File: src/trace_monitor_pkg.sv
package trace_monitor_pkg;

  // Datapath widths of the retirement record
  localparam int unsigned XLEN        = 32;
  localparam int unsigned REG_ADDR_W  = 5;
  localparam int unsigned CAUSE_W     = 11;
  localparam int unsigned DBG_CAUSE_W = 3;
  localparam int unsigned MASK_W      = 4;

  // Cause field of dcsr sits at bits [8:6]
  localparam int unsigned DCSR_CAUSE_LSB = 6;

  // Reported accesses per record, read plus write
  localparam int unsigned MEM_CNT_W = 2;

  // Event counters saturate at all ones
  localparam int unsigned CNT_W = 16;

  // Violation vector and code widths
  localparam int unsigned NUM_VIOL    = 11;
  localparam int unsigned VIOL_CODE_W = 4;

  // Violation bit positions, lowest index wins the first code
  localparam int unsigned V_RS_RESET         = 0;
  localparam int unsigned V_DBG_CAUSE        = 1;
  localparam int unsigned V_EXC_CAUSE        = 2;
  localparam int unsigned V_EXC_MCAUSE_INT   = 3;
  localparam int unsigned V_IRQ_CAUSE        = 4;
  localparam int unsigned V_HANDLER_AMBIG    = 5;
  localparam int unsigned V_SYNC_UNANNOUNCED = 6;
  localparam int unsigned V_MISSING_CAUSE    = 7;
  localparam int unsigned V_STORE_MASK       = 8;
  localparam int unsigned V_MEM_OVERREPORT   = 9;
  localparam int unsigned V_IRQ_OVERREPORT   = 10;

  // CLINT interrupt causes: software, timer, external
  localparam int unsigned CLINT_CAUSE_MSI = 3;
  localparam int unsigned CLINT_CAUSE_MTI = 7;
  localparam int unsigned CLINT_CAUSE_MEI = 11;

  // CLINT fast interrupt range
  localparam int unsigned CLINT_FAST_LO = 16;
  localparam int unsigned CLINT_FAST_HI = 31;

  // Platform causes, legal under either scheme
  localparam int unsigned PLAT_CAUSE_LO = 1024;
  localparam int unsigned PLAT_CAUSE_HI = 1027;

endpackage

File: src/trace_decode.sv
`timescale 1ns/10ps

module trace_decode (
  input  logic                                        clk_i,
  input  logic                                        rst_ni,
  input  logic                                        rec_valid,
  input  logic [trace_monitor_pkg::REG_ADDR_W-1:0]    rec_rs1_addr,
  input  logic [trace_monitor_pkg::REG_ADDR_W-1:0]    rec_rs2_addr,
  input  logic [trace_monitor_pkg::XLEN-1:0]          rec_rs1_rdata,
  input  logic [trace_monitor_pkg::XLEN-1:0]          rec_rs2_rdata,
  input  logic [trace_monitor_pkg::DBG_CAUSE_W-1:0]   rec_dbg,
  input  logic                                        rec_dbg_mode,
  input  logic [trace_monitor_pkg::XLEN-1:0]          rec_dcsr_rdata,
  input  logic [trace_monitor_pkg::XLEN-1:0]          rec_mcause_wdata,
  input  logic [trace_monitor_pkg::XLEN-1:0]          rec_mcause_wmask,
  input  logic                                        rec_trap_exception,
  input  logic [trace_monitor_pkg::CAUSE_W-1:0]       rec_trap_exc_cause,
  input  logic                                        rec_trap_debug,
  input  logic [trace_monitor_pkg::DBG_CAUSE_W-1:0]   rec_trap_dbg_cause,
  input  logic                                        rec_intr_interrupt,
  input  logic                                        rec_intr_exception,
  input  logic [trace_monitor_pkg::CAUSE_W-1:0]       rec_intr_cause,
  input  logic [trace_monitor_pkg::MASK_W-1:0]        rec_mem_rmask,
  input  logic [trace_monitor_pkg::MASK_W-1:0]        rec_mem_wmask,
  input  logic                                        rec_is_store,
  output logic                                        d_valid,
  output logic [trace_monitor_pkg::REG_ADDR_W-1:0]    d_rs1_addr,
  output logic [trace_monitor_pkg::REG_ADDR_W-1:0]    d_rs2_addr,
  output logic [trace_monitor_pkg::XLEN-1:0]          d_rs1_rdata,
  output logic [trace_monitor_pkg::XLEN-1:0]          d_rs2_rdata,
  output logic [trace_monitor_pkg::DBG_CAUSE_W-1:0]   d_dbg,
  output logic                                        d_dbg_mode,
  output logic                                        d_mcause_int_wdata,
  output logic                                        d_mcause_int_wmask,
  output logic                                        d_trap_exception,
  output logic [trace_monitor_pkg::CAUSE_W-1:0]       d_trap_exc_cause,
  output logic                                        d_trap_debug,
  output logic [trace_monitor_pkg::DBG_CAUSE_W-1:0]   d_trap_dbg_cause,
  output logic                                        d_intr_interrupt,
  output logic                                        d_intr_exception,
  output logic [trace_monitor_pkg::CAUSE_W-1:0]       d_intr_cause,
  output logic [trace_monitor_pkg::MASK_W-1:0]        d_mem_wmask,
  output logic                                        d_is_store,
  output logic [trace_monitor_pkg::CAUSE_W-1:0]       d_exccode,
  output logic [trace_monitor_pkg::DBG_CAUSE_W-1:0]   d_dcsr_cause,
  output logic [trace_monitor_pkg::MEM_CNT_W-1:0]     d_mem_cnt
);
  import trace_monitor_pkg::*;

  // Only the bits of mcause that are actually written
  logic [XLEN-1:0] masked_mcause;

  assign masked_mcause = rec_mcause_wdata & rec_mcause_wmask;

  // Record strobe is the only control bit here
  always_ff @(posedge clk_i or negedge rst_ni) begin
    if (!rst_ni) begin
      d_valid <= 1'b0;
    end else begin
      d_valid <= rec_valid;
    end
  end

  // Record payload, qualified downstream by d_valid
  always_ff @(posedge clk_i) begin
    d_rs1_addr         <= rec_rs1_addr;
    d_rs2_addr         <= rec_rs2_addr;
    d_rs1_rdata        <= rec_rs1_rdata;
    d_rs2_rdata        <= rec_rs2_rdata;
    d_dbg              <= rec_dbg;
    d_dbg_mode         <= rec_dbg_mode;
    d_trap_exception   <= rec_trap_exception;
    d_trap_exc_cause   <= rec_trap_exc_cause;
    d_trap_debug       <= rec_trap_debug;
    d_trap_dbg_cause   <= rec_trap_dbg_cause;
    d_intr_interrupt   <= rec_intr_interrupt;
    d_intr_exception   <= rec_intr_exception;
    d_intr_cause       <= rec_intr_cause;
    d_mem_wmask        <= rec_mem_wmask;
    d_is_store         <= rec_is_store;
    // mcause.interrupt bit as written and as enabled
    d_mcause_int_wdata <= rec_mcause_wdata[XLEN-1];
    d_mcause_int_wmask <= rec_mcause_wmask[XLEN-1];
    // Exception code is the low field of the masked write
    d_exccode          <= masked_mcause[CAUSE_W-1:0];
    d_dcsr_cause       <= rec_dcsr_rdata[DCSR_CAUSE_LSB +: DBG_CAUSE_W];
    // One access per nonzero mask, none when no record
    d_mem_cnt          <= MEM_CNT_W'(rec_valid && (|rec_mem_rmask)) +
                          MEM_CNT_W'(rec_valid && (|rec_mem_wmask));
  end

endmodule

File: src/trace_rule_check.sv
`timescale 1ns/10ps

module trace_rule_check #(
  parameter bit          clic          = 1'b0,
  parameter int unsigned clic_id_width = 5
) (
  input  logic                                        clk_i,
  input  logic                                        rst_ni,
  input  logic                                        d_valid,
  input  logic [trace_monitor_pkg::REG_ADDR_W-1:0]    d_rs1_addr,
  input  logic [trace_monitor_pkg::REG_ADDR_W-1:0]    d_rs2_addr,
  input  logic [trace_monitor_pkg::XLEN-1:0]          d_rs1_rdata,
  input  logic [trace_monitor_pkg::XLEN-1:0]          d_rs2_rdata,
  input  logic [trace_monitor_pkg::DBG_CAUSE_W-1:0]   d_dbg,
  input  logic                                        d_dbg_mode,
  input  logic                                        d_mcause_int_wdata,
  input  logic                                        d_mcause_int_wmask,
  input  logic                                        d_trap_exception,
  input  logic [trace_monitor_pkg::CAUSE_W-1:0]       d_trap_exc_cause,
  input  logic                                        d_trap_debug,
  input  logic [trace_monitor_pkg::DBG_CAUSE_W-1:0]   d_trap_dbg_cause,
  input  logic                                        d_intr_interrupt,
  input  logic                                        d_intr_exception,
  input  logic [trace_monitor_pkg::CAUSE_W-1:0]       d_intr_cause,
  input  logic [trace_monitor_pkg::MASK_W-1:0]        d_mem_wmask,
  input  logic                                        d_is_store,
  input  logic [trace_monitor_pkg::CAUSE_W-1:0]       d_exccode,
  input  logic [trace_monitor_pkg::DBG_CAUSE_W-1:0]   d_dcsr_cause,
  output logic [trace_monitor_pkg::V_STORE_MASK:0]    rule_viol
);
  import trace_monitor_pkg::*;

  // Highest CLIC identifier
  localparam int unsigned max_clic_id = (2 ** clic_id_width) - 1;

  // History of earlier records
  logic first_after_reset;
  logic was_dbg_mode;
  logic prev_exception;

  logic                 exc_outside_dbg;
  logic                 rs_nonzero;
  logic                 cause_legal;
  logic [V_STORE_MASK:0] viol_c;

  // Reset marks the next record as the first one
  always_ff @(posedge clk_i or negedge rst_ni) begin
    if (!rst_ni) begin
      first_after_reset <= 1'b1;
      was_dbg_mode      <= 1'b0;
      prev_exception    <= 1'b0;
    end else if (d_valid) begin
      first_after_reset <= 1'b0;
      was_dbg_mode      <= d_dbg_mode;
      prev_exception    <= d_trap_exception;
    end
  end

  // Register reads that must see reset values
  assign rs_nonzero = ((d_rs1_addr != '0) && (d_rs1_rdata != '0)) ||
                      ((d_rs2_addr != '0) && (d_rs2_rdata != '0));

  // mcause is only written for exceptions taken outside debug
  assign exc_outside_dbg = d_trap_exception && !d_dbg_mode;

  // Legal set depends on the interrupt scheme
  always_comb begin
    cause_legal = d_intr_cause inside {[PLAT_CAUSE_LO:PLAT_CAUSE_HI]};
    if (clic) begin
      cause_legal = cause_legal || (int'(d_intr_cause) <= max_clic_id);
    end else begin
      cause_legal = cause_legal ||
                    (d_intr_cause inside {CLINT_CAUSE_MSI, CLINT_CAUSE_MTI, CLINT_CAUSE_MEI,
                                          [CLINT_FAST_LO:CLINT_FAST_HI]});
    end
  end

  // All rules, qualified by the record strobe
  always_comb begin
    viol_c = '0;
    viol_c[V_RS_RESET]  = first_after_reset && rs_nonzero;
    // Debug cause is checked only on entry to debug mode
    viol_c[V_DBG_CAUSE] = (d_dbg != '0) && !was_dbg_mode && (d_dbg != d_dcsr_cause);
    viol_c[V_EXC_CAUSE] = exc_outside_dbg && (d_trap_exc_cause != d_exccode);
    // Exceptions must write mcause.interrupt to zero
    viol_c[V_EXC_MCAUSE_INT]   = exc_outside_dbg && (!d_mcause_int_wmask || d_mcause_int_wdata);
    viol_c[V_IRQ_CAUSE]        = d_intr_interrupt && !cause_legal;
    viol_c[V_HANDLER_AMBIG]    = d_intr_exception && d_intr_interrupt;
    // A synchronous handler needs a trapping record before it
    viol_c[V_SYNC_UNANNOUNCED] = d_intr_exception && !d_intr_interrupt && !prev_exception;
    viol_c[V_MISSING_CAUSE]    = (d_trap_exception && (d_trap_exc_cause == '0)) ||
                                 (d_trap_debug && (d_trap_dbg_cause == '0));
    viol_c[V_STORE_MASK]       = (|d_mem_wmask) && !d_is_store;
    if (!d_valid) begin
      viol_c = '0;
    end
  end

  always_ff @(posedge clk_i or negedge rst_ni) begin
    if (!rst_ni) begin
      rule_viol <= '0;
    end else begin
      rule_viol <= viol_c;
    end
  end

endmodule

File: src/trace_event_counter.sv
`timescale 1ns/10ps

module trace_event_counter (
  input  logic                                             clk_i,
  input  logic                                             rst_ni,
  input  logic                                             bus_valid,
  input  logic                                             bus_ready,
  input  logic                                             irq_ack,
  input  logic                                             d_valid,
  input  logic [trace_monitor_pkg::MEM_CNT_W-1:0]          d_mem_cnt,
  input  logic                                             d_intr_interrupt,
  output logic [trace_monitor_pkg::V_IRQ_OVERREPORT:
                trace_monitor_pkg::V_MEM_OVERREPORT]       cnt_viol
);
  import trace_monitor_pkg::*;

  logic [CNT_W-1:0] bus_cnt, bus_cnt_nxt;
  logic [CNT_W-1:0] mem_cnt, mem_cnt_nxt;
  logic [CNT_W-1:0] ack_cnt, ack_cnt_nxt;
  logic [CNT_W-1:0] irq_cnt, irq_cnt_nxt;

  // Add with saturation at the counter maximum
  function automatic logic [CNT_W-1:0] sat_add(logic [CNT_W-1:0] cnt,
                                               logic [MEM_CNT_W-1:0] inc);
    logic [CNT_W:0] sum;
    sum = {1'b0, cnt} + (CNT_W + 1)'(inc);
    return sum[CNT_W] ? '1 : sum[CNT_W-1:0];
  endfunction

  // Handshakes and acks seen on the core side
  assign bus_cnt_nxt = sat_add(bus_cnt, MEM_CNT_W'(bus_valid && bus_ready));
  assign ack_cnt_nxt = sat_add(ack_cnt, MEM_CNT_W'(irq_ack));

  // Events that the trace claims
  assign mem_cnt_nxt = sat_add(mem_cnt, d_valid ? d_mem_cnt : '0);
  assign irq_cnt_nxt = sat_add(irq_cnt, MEM_CNT_W'(d_valid && d_intr_interrupt));

  always_ff @(posedge clk_i or negedge rst_ni) begin
    if (!rst_ni) begin
      bus_cnt  <= '0;
      mem_cnt  <= '0;
      ack_cnt  <= '0;
      irq_cnt  <= '0;
      cnt_viol <= '0;
    end else begin
      bus_cnt <= bus_cnt_nxt;
      mem_cnt <= mem_cnt_nxt;
      ack_cnt <= ack_cnt_nxt;
      irq_cnt <= irq_cnt_nxt;
      // Compare updated totals so the flag lands with the counts
      cnt_viol[V_MEM_OVERREPORT] <= mem_cnt_nxt > bus_cnt_nxt;
      cnt_viol[V_IRQ_OVERREPORT] <= irq_cnt_nxt > ack_cnt_nxt;
    end
  end

endmodule

File: src/trace_error_log.sv
`timescale 1ns/10ps

module trace_error_log (
  input  logic                                             clk_i,
  input  logic                                             rst_ni,
  input  logic [trace_monitor_pkg::V_STORE_MASK:0]         rule_viol,
  input  logic [trace_monitor_pkg::V_IRQ_OVERREPORT:
                trace_monitor_pkg::V_MEM_OVERREPORT]       cnt_viol,
  output logic [trace_monitor_pkg::NUM_VIOL-1:0]           err_flags,
  output logic [trace_monitor_pkg::VIOL_CODE_W-1:0]        first_code,
  output logic                                             err_any
);
  import trace_monitor_pkg::*;

  logic [NUM_VIOL-1:0]    viol;
  logic [VIOL_CODE_W-1:0] low_code;

  // Counter bits sit above the rule bits
  assign viol = {cnt_viol, rule_viol};

  // Lowest set index, scanning down so the last hit wins
  always_comb begin
    low_code = '0;
    for (int i = NUM_VIOL - 1; i >= 0; i--) begin
      if (viol[i]) begin
        low_code = VIOL_CODE_W'(i);
      end
    end
  end

  always_ff @(posedge clk_i or negedge rst_ni) begin
    if (!rst_ni) begin
      err_flags  <= '0;
      first_code <= '0;
      err_any    <= 1'b0;
    end else begin
      // Flags only accumulate until reset
      err_flags <= err_flags | viol;
      // Code is frozen after the first violating cycle
      if (!err_any && (|viol)) begin
        first_code <= low_code;
        err_any    <= 1'b1;
      end
    end
  end

endmodule

File: src/trace_monitor.sv
`timescale 1ns/10ps

module trace_monitor #(
  parameter bit          clic          = 1'b0,
  parameter int unsigned clic_id_width = 5
) (
  input  logic                                        clk_i,
  input  logic                                        rst_ni,
  input  logic                                        rec_valid,
  input  logic [trace_monitor_pkg::REG_ADDR_W-1:0]    rec_rs1_addr,
  input  logic [trace_monitor_pkg::REG_ADDR_W-1:0]    rec_rs2_addr,
  input  logic [trace_monitor_pkg::XLEN-1:0]          rec_rs1_rdata,
  input  logic [trace_monitor_pkg::XLEN-1:0]          rec_rs2_rdata,
  input  logic [trace_monitor_pkg::DBG_CAUSE_W-1:0]   rec_dbg,
  input  logic                                        rec_dbg_mode,
  input  logic [trace_monitor_pkg::XLEN-1:0]          rec_dcsr_rdata,
  input  logic [trace_monitor_pkg::XLEN-1:0]          rec_mcause_wdata,
  input  logic [trace_monitor_pkg::XLEN-1:0]          rec_mcause_wmask,
  input  logic                                        rec_trap_exception,
  input  logic [trace_monitor_pkg::CAUSE_W-1:0]       rec_trap_exc_cause,
  input  logic                                        rec_trap_debug,
  input  logic [trace_monitor_pkg::DBG_CAUSE_W-1:0]   rec_trap_dbg_cause,
  input  logic                                        rec_intr_interrupt,
  input  logic                                        rec_intr_exception,
  input  logic [trace_monitor_pkg::CAUSE_W-1:0]       rec_intr_cause,
  input  logic [trace_monitor_pkg::MASK_W-1:0]        rec_mem_rmask,
  input  logic [trace_monitor_pkg::MASK_W-1:0]        rec_mem_wmask,
  input  logic                                        rec_is_store,
  input  logic                                        bus_valid,
  input  logic                                        bus_ready,
  input  logic                                        irq_ack,
  output logic [trace_monitor_pkg::NUM_VIOL-1:0]      err_flags,
  output logic [trace_monitor_pkg::VIOL_CODE_W-1:0]   first_code,
  output logic                                        err_any
);
  import trace_monitor_pkg::*;

  // Decode stage outputs
  logic                   d_valid;
  logic [REG_ADDR_W-1:0]  d_rs1_addr, d_rs2_addr;
  logic [XLEN-1:0]        d_rs1_rdata, d_rs2_rdata;
  logic [DBG_CAUSE_W-1:0] d_dbg, d_trap_dbg_cause, d_dcsr_cause;
  logic                   d_dbg_mode, d_mcause_int_wdata, d_mcause_int_wmask;
  logic                   d_trap_exception, d_trap_debug;
  logic                   d_intr_interrupt, d_intr_exception, d_is_store;
  logic [CAUSE_W-1:0]     d_trap_exc_cause, d_intr_cause, d_exccode;
  logic [MASK_W-1:0]      d_mem_wmask;
  logic [MEM_CNT_W-1:0]   d_mem_cnt;

  // Execute stage violations
  logic [V_STORE_MASK:0]                    rule_viol;
  logic [V_IRQ_OVERREPORT:V_MEM_OVERREPORT] cnt_viol;

  trace_decode i_decode (
    .clk_i, .rst_ni,
    .rec_valid, .rec_rs1_addr, .rec_rs2_addr, .rec_rs1_rdata, .rec_rs2_rdata,
    .rec_dbg, .rec_dbg_mode, .rec_dcsr_rdata, .rec_mcause_wdata, .rec_mcause_wmask,
    .rec_trap_exception, .rec_trap_exc_cause, .rec_trap_debug, .rec_trap_dbg_cause,
    .rec_intr_interrupt, .rec_intr_exception, .rec_intr_cause,
    .rec_mem_rmask, .rec_mem_wmask, .rec_is_store,
    .d_valid, .d_rs1_addr, .d_rs2_addr, .d_rs1_rdata, .d_rs2_rdata,
    .d_dbg, .d_dbg_mode, .d_mcause_int_wdata, .d_mcause_int_wmask,
    .d_trap_exception, .d_trap_exc_cause, .d_trap_debug, .d_trap_dbg_cause,
    .d_intr_interrupt, .d_intr_exception, .d_intr_cause,
    .d_mem_wmask, .d_is_store, .d_exccode, .d_dcsr_cause, .d_mem_cnt
  );

  trace_rule_check #(
    .clic          (clic),
    .clic_id_width (clic_id_width)
  ) i_rule_check (
    .clk_i, .rst_ni,
    .d_valid, .d_rs1_addr, .d_rs2_addr, .d_rs1_rdata, .d_rs2_rdata,
    .d_dbg, .d_dbg_mode, .d_mcause_int_wdata, .d_mcause_int_wmask,
    .d_trap_exception, .d_trap_exc_cause, .d_trap_debug, .d_trap_dbg_cause,
    .d_intr_interrupt, .d_intr_exception, .d_intr_cause,
    .d_mem_wmask, .d_is_store, .d_exccode, .d_dcsr_cause,
    .rule_viol
  );

  trace_event_counter i_event_counter (
    .clk_i, .rst_ni,
    .bus_valid, .bus_ready, .irq_ack,
    .d_valid, .d_mem_cnt, .d_intr_interrupt,
    .cnt_viol
  );

  // Result stage
  trace_error_log i_error_log (
    .clk_i, .rst_ni,
    .rule_viol, .cnt_viol,
    .err_flags, .first_code, .err_any
  );

endmodule

File: config.mk
export PLATFORM = sky130hd
export DESIGN_NAME = trace_monitor
export DESIGN_NICKNAME = d
export VERILOG_FILES = /design/src/trace_monitor_pkg.sv /design/src/trace_decode.sv /design/src/trace_rule_check.sv /design/src/trace_event_counter.sv /design/src/trace_error_log.sv /design/src/trace_monitor.sv
export SDC_FILE = /design/constraint.sdc
export NUM_CORES = 1
export LEC_CHECK = 0
export BUFFER_PORTS_ARGS = -buffer_cell sky130_fd_sc_hd__buf_4
export CAP_MARGIN = 20
export CORE_UTILIZATION = 55
export DETAILED_ROUTE_END_ITERATION = 6
export PLACE_DENSITY = 0.83
export SKIP_CTS_REPAIR_TIMING = 1
export SLEW_MARGIN = 10
export SYNTH_ARGS = -nofsm -noshare
export SYNTH_HDL_FRONTEND = slang
export SYNTH_HIERARCHICAL = 1
export SYNTH_SLANG_ARGS = --single-unit
File: constraint.sdc
create_clock -name clk_i -period 10.36 [get_ports clk_i]
set_input_delay 1.036 -clock clk_i [delete_from_list [all_inputs] [get_ports clk_i]]
set_output_delay 1.036 -clock clk_i [all_outputs]
set_load 0.02 [all_outputs]
==> results of run 1 <==
==> metal layers <==
| layer | wire, um | up-vias |
|---|---|---|
| li1 | - | 2889 |
| met1 | 7063 | 2808 |
| met2 | 9757 | 174 |
| met3 | 1274 | 52 |
| met4 | 599 | 0 |
| met5 | 0 | - |
==> layout by cell type, fill, tap and decap left out, types with 10 or more instances in the layout <==
master / netlist / final
clkbuf_16: 0 / 27
nand2b_1: 12 / 12
o21ai_0: 16 / 16
xnor2_1: 26 / 26
dfrtp_1: 94 / 94
nand4_1: 25 / 25
a21oi_1: 15 / 15
ha_1: 41 / 41
dfxtp_1: 130 / 130
nor2_1: 18 / 18
nand3_1: 24 / 24
xor2_1: 21 / 21
inv_1: 16 / 16
and2_1: 39 / 39
buf_4: 0 / 165
nand2_1: 73 / 73
nor4_1: 26 / 26
mux2_2: 11 / 11
or2_2: 12 / 12
a31oi_1: 10 / 10
nor3_1: 20 / 20
==> synth_stat cells, drive strengths merged (2+ instances only) <==
cell,number,area share [%]
xor2,21,2.2
o21ai,16,0.97
dfrtp,94,28
nor3b,2,0.18
and2,39,2.9
a31oi,10,0.76
or3,4,0.30
nand2,73,3.3
nor4,28,2.4
and2b,2,0.20
nor4b,3,0.32
clkbuf,6,0.27
and3,9,0.68
nand3,25,1.7
o31a,2,0.21
o41a,2,0.27
a21o,3,0.27
or2,12,0.91
mux2i,8,0.97
ha,41,6.2
and4,5,0.53
o211ai,2,0.18
nand4,25,1.9
o31ai,3,0.27
xnor2,26,2.8
a21oi,16,1.0
nand2b,12,0.91
nor2b,9,0.77
dfxtp,130,31
nor2,18,0.82
nor3,20,1.2
a221o,2,0.24
or4,4,0.41
a31o,3,0.32
a21boi,3,0.27
inv,16,0.73
mux2,12,1.7
buf,2,0.12
==> cell type report <==
type                       count  area (um2)
multi-input combinational    466        3204
clock buffer                  30       696.9
sequential                   225        4981
timing repair buffer         165        1239
fill                         954        4061
tap                          184       230.2
clock inverter                12       116.4
inverter                      16       60.06
==> worst min-delay path by stage <==
stage	startpoint	endpoint	slack [ns]	cells past startpoint
after floorplan	i_decode/d_is_store$_DFF_P_	i_rule_check/rule_viol[8]$_DFF_PN0_	0.37	1
after global placement	i_decode/d_is_store$_DFF_P_	i_rule_check/rule_viol[8]$_DFF_PN0_	0.38	1
after detailed placement	i_decode/d_is_store$_DFF_P_	i_rule_check/rule_viol[8]$_DFF_PN0_	0.38	1
after CTS	i_decode/d_is_store$_DFF_P_	i_rule_check/rule_viol[8]$_DFF_PN0_	0.42	1
after global routing	i_decode/d_intr_exception$_DFF_P_	i_rule_check/rule_viol[6]$_DFF_PN0_	0.45	2
final	i_decode/d_is_store$_DFF_P_	i_rule_check/rule_viol[8]$_DFF_PN0_	0.42	1
==> report_power, final <==
part | total [uW] | switching [uW] | leakage, uW | internal (uW)
Clock | 858 | 351 | 0.000398 | 507
Sequential | 1020 | 70.1 | 0.00230 | 954
Combinational | 350 | 172 | 0.00212 | 178
Total | 2230 | 593 | 0.00481 | 1640
==> per-stage QoR <==
stage | instance area [um2] | cells
after floorplan | 8278 | 715
after global placement | 9714 | 1056
after detailed placement | 9714 | 1056
after CTS | 10530 | 1098
after global routing | 10530 | 1098
final | 10530 | 1098
==> registers in the layout (all words and copies together), names as in the netlist, 5 cells and up <==
name,count
i_decode/d_rs2_addr,5
i_decode/d_exccode,11
i_decode/d_intr_cause,11
i_event_counter/mem_cnt,16
i_decode/d_rs1_addr,5
i_decode/d_trap_exc_cause,11
i_error_log/err_flags,11
i_decode/d_rs2_rdata,32
i_decode/d_rs1_rdata,32
i_event_counter/irq_cnt,16
i_event_counter/ack_cnt,16
i_event_counter/bus_cnt,16
i_rule_check/rule_viol,9
==> worst max-delay path: cells and delay by family (launching register included) <==
family                   cells  cell delay (ns)
flip-flops                   1             0.62
buffers and inverters        1             0.06
AND/OR/NAND/NOR              6             1.54
AO/OA/AOI/OAI                3             0.97
adder cells (fa/ha/maj)      3             0.85
==> kinds of logic after synthesis <==
logic type / share of synthesized area (%)
mux: 2.645
simple gates: 19.50
xor+xnor: 4.973
fa+ha+maj: 6.439
buf+inv: 1.119
flops: 60.17
compound gates: 5.154
==> impl_metrics.tcl, run 1 <==
set metrics [dict create \
    start_kind "register" \
    hp-class "register to register" \
    drc 0 \
    worst-endpoint-required_ns 10.78 \
    drt_iter0_drc 212 \
    ff2ff_setup_slack_ns 6.18 \
    synth_cell_type_count 53 \
    worst-setup-path-type "register to register" \
    die_area_mm2 0.01555 \
    p_total_uw 2232 \
    antenna_found_initial 0 \
    final_hold_viol_count 0 \
    crit_top_cell "ha_1" \
    syn_to_final_growth_pct 27.18 \
    clkLatencyLatePin_ns 0.53 \
    rr_worst_depth 13 \
    endpoint "i_event_counter/cnt_viol[9]$_DFF_PN0_" \
    worst_pin_slew_ns 0.7710 \
    vias 5923 \
    holdWs_ns 0.4216 \
    p_per_area_mw_per_mm2 212.1 \
    synth_enable_flop_cells 0 \
    ys_seq_area_share_pct 60.17 \
    pre_cts_ws_ns 5.786 \
    cts.path.max_buffers 3 \
    core-area_mm2 0.01459 \
    dieHeight_um 124.7 \
    arrival_ns 4.60 \
    initial_core_util_pct 56.74 \
    final_nets 1157 \
    cp_max_fo 15 \
    grt_pass1_wl_um 30550 \
    power.leakage_uw 0.004814 \
    io_buffers 164 \
    grt_busiest_layer "met2" \
    yosysWarnings 6 \
    slowest_delay_ns 0.64 \
    fmax_mhz 239.1 \
    grtUsageMet3_pct 7.088 \
    end_kind "register" \
    ys_seq_elements 225 \
    root_buffer "clkbuf_16" \
    status "finished clean" \
    setup_violations 0 \
    fin_ws_ns 6.177 \
    grt_max_degree 64 \
    avgSynthCellArea_um2 11.58 \
    met2_usage_pct 44.78 \
    r2r_start "i_decode/d_valid$_DFF_PN0_" \
    maxCapViolCount 0 \
    ctsHtreeMaxLevel 1 \
    postRouteAntennaNets 0 \
    diodes 0 \
    fin_crit_sh_pct 40.37 \
    critPathLaunch "i_decode/d_valid$_DFF_PN0_" \
    drv_slew 0 \
    finClkSkew_ns 0.02515 \
    slowest_stage "or3_1" \
    postSynth.asyncResetShare_pct 42.22 \
    numCtsBuffers 23 \
    drt_pass1_iterations 4 \
    dp_hpwl_um 12870 \
    cp_cell_sequence "and2_1, ha_1, inv_1, fa_1, and2b_1, nand3_1, or3_1, a21boi_0, ha_1, nand4_1, nor2_1, a221o_1, o31a_1" \
    rsz0062_at_grt "no" \
    std_cell_rows 44 \
    clock-sinks 225 \
    relSlewSlack_pct 48.60 \
    cts_tree "yes" \
    wl_per_cell_um 17.03 \
    fp.dieW_um 124.7 \
    setup_tns_ns 0 \
    grt_overflow 0 \
    period_minus_slack_ns 4.183 \
    clkTransAtPathRegs_ns 0.06 \
    synthFlopType "dfxtp_1" \
    avgViaCountPerCell 5.394 \
    grtUsageMet1_pct 27.30 \
    r2r_end "i_event_counter/cnt_viol[9]$_DFF_PN0_" \
    ir_worst_vdd_uv 169.0 \
    final_util_pct 72.16 \
    drive_gt1_share_pct 26.26 \
    drt_wl_total_um 18700 \
    grt_pass1_vias 6380 \
    globalplace.congestion 0.8083 \
    io_pins 234 \
    syn_area_mm2 0.008278 \
    syn-instance-count 715 \
    grtUsageTotal_pct 24.67 \
    synth_fp_nets 975 \
]
Note: power is estimated with default switching activity, not from simulation.
==> inputs of run 2 (changes only) <==
ABC_AREA = 1   (was default)
CORE_UTILIZATION = 47   (was 55)
PLACE_DENSITY = 0.75   (was 0.83)
clock period = 3.6 ns   (was 10.36 ns; I/O delays follow)
==> impl_metrics.tcl, run 2 <==
set metrics [dict create \
    yosysMostFrequentCell "nand2_1" \
    worst-setup-path-type "register to register" \
    initial_core_util_pct 47.97 \
    final_nets 1502 \
    drv_slew 0 \
    grt_pass1_wl_um 28410 \
    clock-sinks 225 \
    grt_overflow 0 \
    power.leakage_uw 0.006060 \
    setup_violations 0 \
    syn_area_mm2 0.008617 \
    synth_largest_area_cell "dfxtp_1" \
    dieHeight_um 137.4 \
    reg_top3 "i_decode/d_rs1_rdata x32, i_decode/d_rs2_rdata x32" \
    finClkSkew_ns 0.02835 \
    avgSynthCellArea_um2 9.236 \
    cts.path.max_buffers 3 \
    synth_enable_flop_cells 0 \
    dp_hpwl_um 12790 \
    cts_tree "yes" \
    synth_fp_nets 1193 \
    ir_worst_vdd_uv 447.6 \
    worst_pin_slew_ns 0.7072 \
    wl_per_cell_um 15.02 \
    core-area_mm2 0.01796 \
    rsz0062_at_grt "no" \
    grt_max_degree 52 \
    end_kind "register" \
    relSlewSlack_pct 52.86 \
    io_buffers 164 \
    status "finished clean" \
    vias 7147 \
    synth_common_cells "nand2_1, dfxtp_1, inv_1" \
    fmax_mhz 310.8 \
    layout_commonest_cell "nand2_1" \
    hp-class "input port to register" \
    grtUsageTotal_pct 19.00 \
    drt_pass1_iterations 4 \
    numCtsBuffers 24 \
    drt_iter0_drc 324 \
    ys_seq_elements 225 \
    postRouteAntennaNets 0 \
    synthFlopType "dfxtp_1" \
    worst-endpoint-required_ns 4.00 \
    start_kind "register" \
    syn_to_final_growth_pct 41.00 \
    avgViaCountPerCell 4.803 \
    synth_top_area_share_pct 30.20 \
    final_hold_viol_count 0 \
    drive_gt1_share_pct 20.49 \
    final_area_mm2 0.01215 \
    period_minus_slack_ns 3.218 \
    die_area_mm2 0.01888 \
    clkTransAtPathRegs_ns 0.07 \
    diodes 0 \
    synth_cell_type_count 37 \
    cp_max_fo 15 \
    ys_seq_area_share_pct 57.80 \
    cp_cell_sequence "nand2_1, inv_1, ha_1, inv_1, fa_1, inv_1, nand3_1, nor2_4, nand4_4, nand3_1, ha_1, a21oi_1, o21ai_0, a21oi_1, a21oi_1" \
    clkLatencyLatePin_ns 0.54 \
    final_util_pct 67.64 \
    arrival_ns 3.61 \
    n_fill_cell 1290 \
    most-common-layout-cells "nand2_1, buf_4, dfxtp_1" \
    placed_cell_area_mm2 0.01013 \
    maxCapViolCount 0 \
    antenna_found_initial 0 \
    setup_tns_ns 0 \
    postSynth.asyncResetShare_pct 42.22 \
    yosysWarnings 6 \
    drc 0 \
    globalplace.congestion 0.8047 \
    root_buffer "clkbuf_16" \
    std_cell_rows 49 \
    p_per_area_mw_per_mm2 550.3 \
    grt_pass1_vias 6414 \
    drt_wl_total_um 22340 \
    io_pins 234 \
    synth_area_leaders "dfxtp_1, dfrtp_1, nand2_1, ha_1, inv_1" \
    slowest_delay_ns 0.53 \
    slowest_stage "dfrtp_1" \
    fin_crit_sh_pct 89.38 \
    ctsHtreeMaxLevel 1 \
    fp.dieW_um 137.4 \
    syn-instance-count 933 \
]
run 2: power by group:
group	switching (uW)	internal, uW	leakage, uW
combinational	653	575	0.00337
clock	1060	1480	0.000403
sequential	164	2760	0.00229
total	1870	4810	0.00606
run 2: worst max-delay path, delay by kind of cell (launching register included):
family / cells / cell delay, ns
adders and majority gates: 3 / 0.83
and+or+nand+nor: 5 / 0.99
AOI/OAI and AO/OA: 4 / 0.51
DFF: 1 / 0.53
buffers and inverters: 3 / 0.22
run 2: worst paths after layout:
path | start | end | slack [ns] | depth (start not counted)
hold reg to reg | i_decode/d_is_store$_DFF_P_ | i_rule_check/rule_viol[8]$_DFF_PN0_ | 0.42 | 1
hold / removal | rec_mcause_wmask[2] | i_decode/d_exccode[2]$_DFF_P_ | 0.02 | 3
max in group asynchronous | rst_ni | i_rule_check/first_after_reset$_DFFE_PN1P_ | 2.36 | 3
setup / recovery | i_decode/d_valid$_DFF_PN0_ | i_event_counter/cnt_viol[9]$_DFF_PN0_ | 0.38 | 15
setup reg to reg | i_decode/d_valid$_DFF_PN0_ | i_event_counter/cnt_viol[9]$_DFF_PN0_ | 0.38 | 15
min in group asynchronous | rst_ni | i_event_counter/bus_cnt[8]$_DFF_PN0_ | 0.43 | 2
run 2: cell type report:
class,count,area [um2],area share (%)
Inverter,136,524.3,4.315
Tap cell,229,286.5,2.358
Timing Repair Buffer,285,2437,20.06
Clock buffer,32,711.9,5.859
Sequential cell,225,4981,40.99
Multi-Input combinational cell,570,3089,25.42
Clock inverter,11,120.1,0.9886
run 2: cell families (layout without fill, tap and decap cells):
group / Yosys count / in the layout / synth area share [%]
buffers and inverters: 138 / 464 / 6.345
adders and majority gates: 42 / 42 / 6.186
and+or+nand+nor: 440 / 440 / 22.78
xor gates and xnor gates: 34 / 34 / 3.456
DFF: 225 / 225 / 57.80
AOI/OAI and AO/OA: 54 / 54 / 3.427
run 2: metrics by stage:
stage | setup slack [ns] | power, uW | cells | hold slack [ns]
2_1_floorplan | 0.9553 | 3643 | 933 | 0.06441
3_3_place_gp | 0.5512 | 3970 | 1326 | 0.3900
3_5_place_dp | 0.5118 | 4030 | 1326 | 0.3906
4_1_cts | 0.4637 | 6536 | 1369 | -0.09755
5_1_grt | 0.05245 | 7040 | 1488 | 0.01119
6_report | 0.3822 | 6686 | 1488 | 0.02055
run 2: routing by layer:
| metal | GRT usage (%) | vias to the layer above | share of wire (%) |
|---|---|---|---|
| li1 | - | 3531 | - |
| met1 | 21.62 | 3349 | 37 |
| met2 | 34.59 | 206 | 55 |
| met3 | 4.562 | 61 | 3.9 |
| met4 | 6.349 | 0 | 3.9 |
| met5 | 0 | - | 0 |
==> inputs of run 3 (changes only) <==
ABC_AREA = default   (was 1)
==> impl_metrics.tcl, run 3 (synthesized netlist as in run 1, its figures left out) <==
set metrics [dict create \
    grt_overflow 0 \
    met2_usage_pct 34.11 \
    end_kind "register" \
    worst-endpoint-required_ns 3.98 \
    drt_wl_total_um 22590 \
    clkTransAtPathRegs_ns 0.07 \
    ir_worst_vdd_uv 401.2 \
    reg_top3 "i_decode/d_rs1_rdata x32, i_decode/d_rs2_rdata x32" \
    drc 0 \
    clock-sinks 225 \
    final_area_mm2 0.01194 \
    status "finished clean" \
    dp_hpwl_um 12910 \
    root_buffer "clkbuf_16" \
    wl_per_cell_um 17.73 \
    p_total_uw 6612 \
    initial_core_util_pct 48.03 \
    drive_gt1_share_pct 24.71 \
    drt_iter0_drc 306 \
    grt_max_degree 80 \
    cts.path.max_buffers 3 \
    placed_cell_area_mm2 0.009871 \
    hp-class "input port to register" \
    io_buffers 164 \
    core-area_mm2 0.01724 \
    die_area_mm2 0.01815 \
    crit_top_cell "ha_1" \
    std_cell_rows 48 \
    maxCapViolCount 0 \
    pre_cts_ws_ns 0.1558 \
    finClkSkew_ns 0.01673 \
    vias 6657 \
    drv_slew 0 \
    fin_crit_sh_pct 95.55 \
    dieHeight_um 134.7 \
    clkLatencyLatePin_ns 0.52 \
    final_util_pct 69.28 \
    worst-setup-path-type "register to register" \
    final_hold_viol_count 0 \
    fmax_mhz 290.7 \
    setup_violations 0 \
    postRouteAntennaNets 0 \
    drt_pass1_iterations 5 \
    relSlewSlack_pct 63.67 \
    arrival_ns 3.82 \
    most-common-layout-cells "buf_4, dfxtp_1, dlygate4sd3_1" \
    globalplace.congestion 0.8194 \
    period_minus_slack_ns 3.440 \
    p_per_area_mw_per_mm2 553.7 \
    cts_tree "yes" \
    slowest_delay_ns 0.47 \
    antenna_found_initial 0 \
    grtUsageMet3_pct 6.231 \
    cp_max_fo 4 \
    grt_busiest_layer "met2" \
    slowest_stage "dfxtp_1" \
    grtUsageTotal_pct 19.45 \
    grtUsageMet1_pct 22.95 \
    layout_commonest_cell "buf_4" \
    power.leakage_uw 0.005386 \
    start_kind "register" \
    fp.dieW_um 134.7 \
    numCtsBuffers 24 \
    cp_cell_sequence "and2_1, ha_1, ha_1, nand2_1, nor3_1, and3_1, mux2i_1, ha_1, nand4_1, nor2_1, a221o_1, o31a_1" \
    final_cells 1274 \
    ctsHtreeMaxLevel 1 \
    post-place-cells 1111 \
    final_nets 1292 \
    syn_to_final_growth_pct 44.26 \
    grt_pass1_vias 5824 \
    grt_pass1_wl_um 27960 \
    avgViaCountPerCell 5.225 \
    fin_ws_ns 0.1601 \
    worst_pin_slew_ns 0.5404 \
    io_pins 234 \
]
==> run 3: cell types whose count changed in the layout (fill, tap and decap cells not counted), sizes merged, moves of 14 or more <==
cell / change
and2: +39
buf: +14
inv: -120
nand2: -124
nand3: -38
nand4: +14
nor2: -106
nor4: +23
xnor2: +14
==> run 3: final timing paths <==
check | start | endpoint | slack [ns] | depth (start not counted)
min in group asynchronous | rst_ni | i_event_counter/mem_cnt[2]$_DFF_PN0_ | 0.33 | 2
max in group asynchronous | rst_ni | i_rule_check/first_after_reset$_DFFE_PN1P_ | 2.61 | 3
worst max-delay path | i_decode/d_intr_interrupt$_DFF_P_ | i_event_counter/cnt_viol[10]$_DFF_PN0_ | 0.16 | 12
worst min-delay path | rec_mcause_wmask[6] | i_decode/d_exccode[6]$_DFF_P_ | 0.05 | 2
worst min register to register | i_rule_check/prev_exception$_DFFE_PN0P_ | i_rule_check/rule_viol[6]$_DFF_PN0_ | 0.44 | 1
worst max register to register | i_decode/d_intr_interrupt$_DFF_P_ | i_event_counter/cnt_viol[10]$_DFF_PN0_ | 0.16 | 12
==> run 3: worst max-delay path, delay by kind of cell (launching register included) <==
| family | cells | cell delay, ns |
|---|---|---|
| AO/OA/AOI/OAI | 2 | 0.66 |
| adder cells (fa/ha/maj) | 3 | 0.76 |
| flip-flops | 1 | 0.47 |
| multiplexers | 1 | 0.25 |
| AND/OR/NAND/NOR | 6 | 1.16 |
==> run 3: power by group <==
group / switching, uW / internal, uW
Sequential: 207 / 2750
Clock: 1030 / 1500
Combinational: 518 / 612
==> run 3: through the flow <==
step	setup TNS, ns	hold slack (ns)
floorplan	0	0.06441
global placement	0	0.4221
detailed placement	0	0.4252
CTS	0	-0.06870
global route	-0.05321	0.04127
finish	0	0.04607
==> run 3: layer usage <==
layer	routed length, um	up-vias
li1	-	3158
met1	9130	3174
met2	11410	258
met3	1389	67
met4	660	0
met5	0	-
==> run 3: layout make-up <==
| cell class | instances | area, um2 |
|---|---|---|
| clock buffer | 32 | 724.4 |
| sequential | 225 | 4981 |
| fill | 1070 | 5295 |
| multi-input combinational | 466 | 3236 |
| antenna | 1 | 2.502 |
| tap | 225 | 281.5 |
| clock inverter | 10 | 101.3 |
| inverter | 16 | 60.06 |
| timing repair buffer | 299 | 2555 |
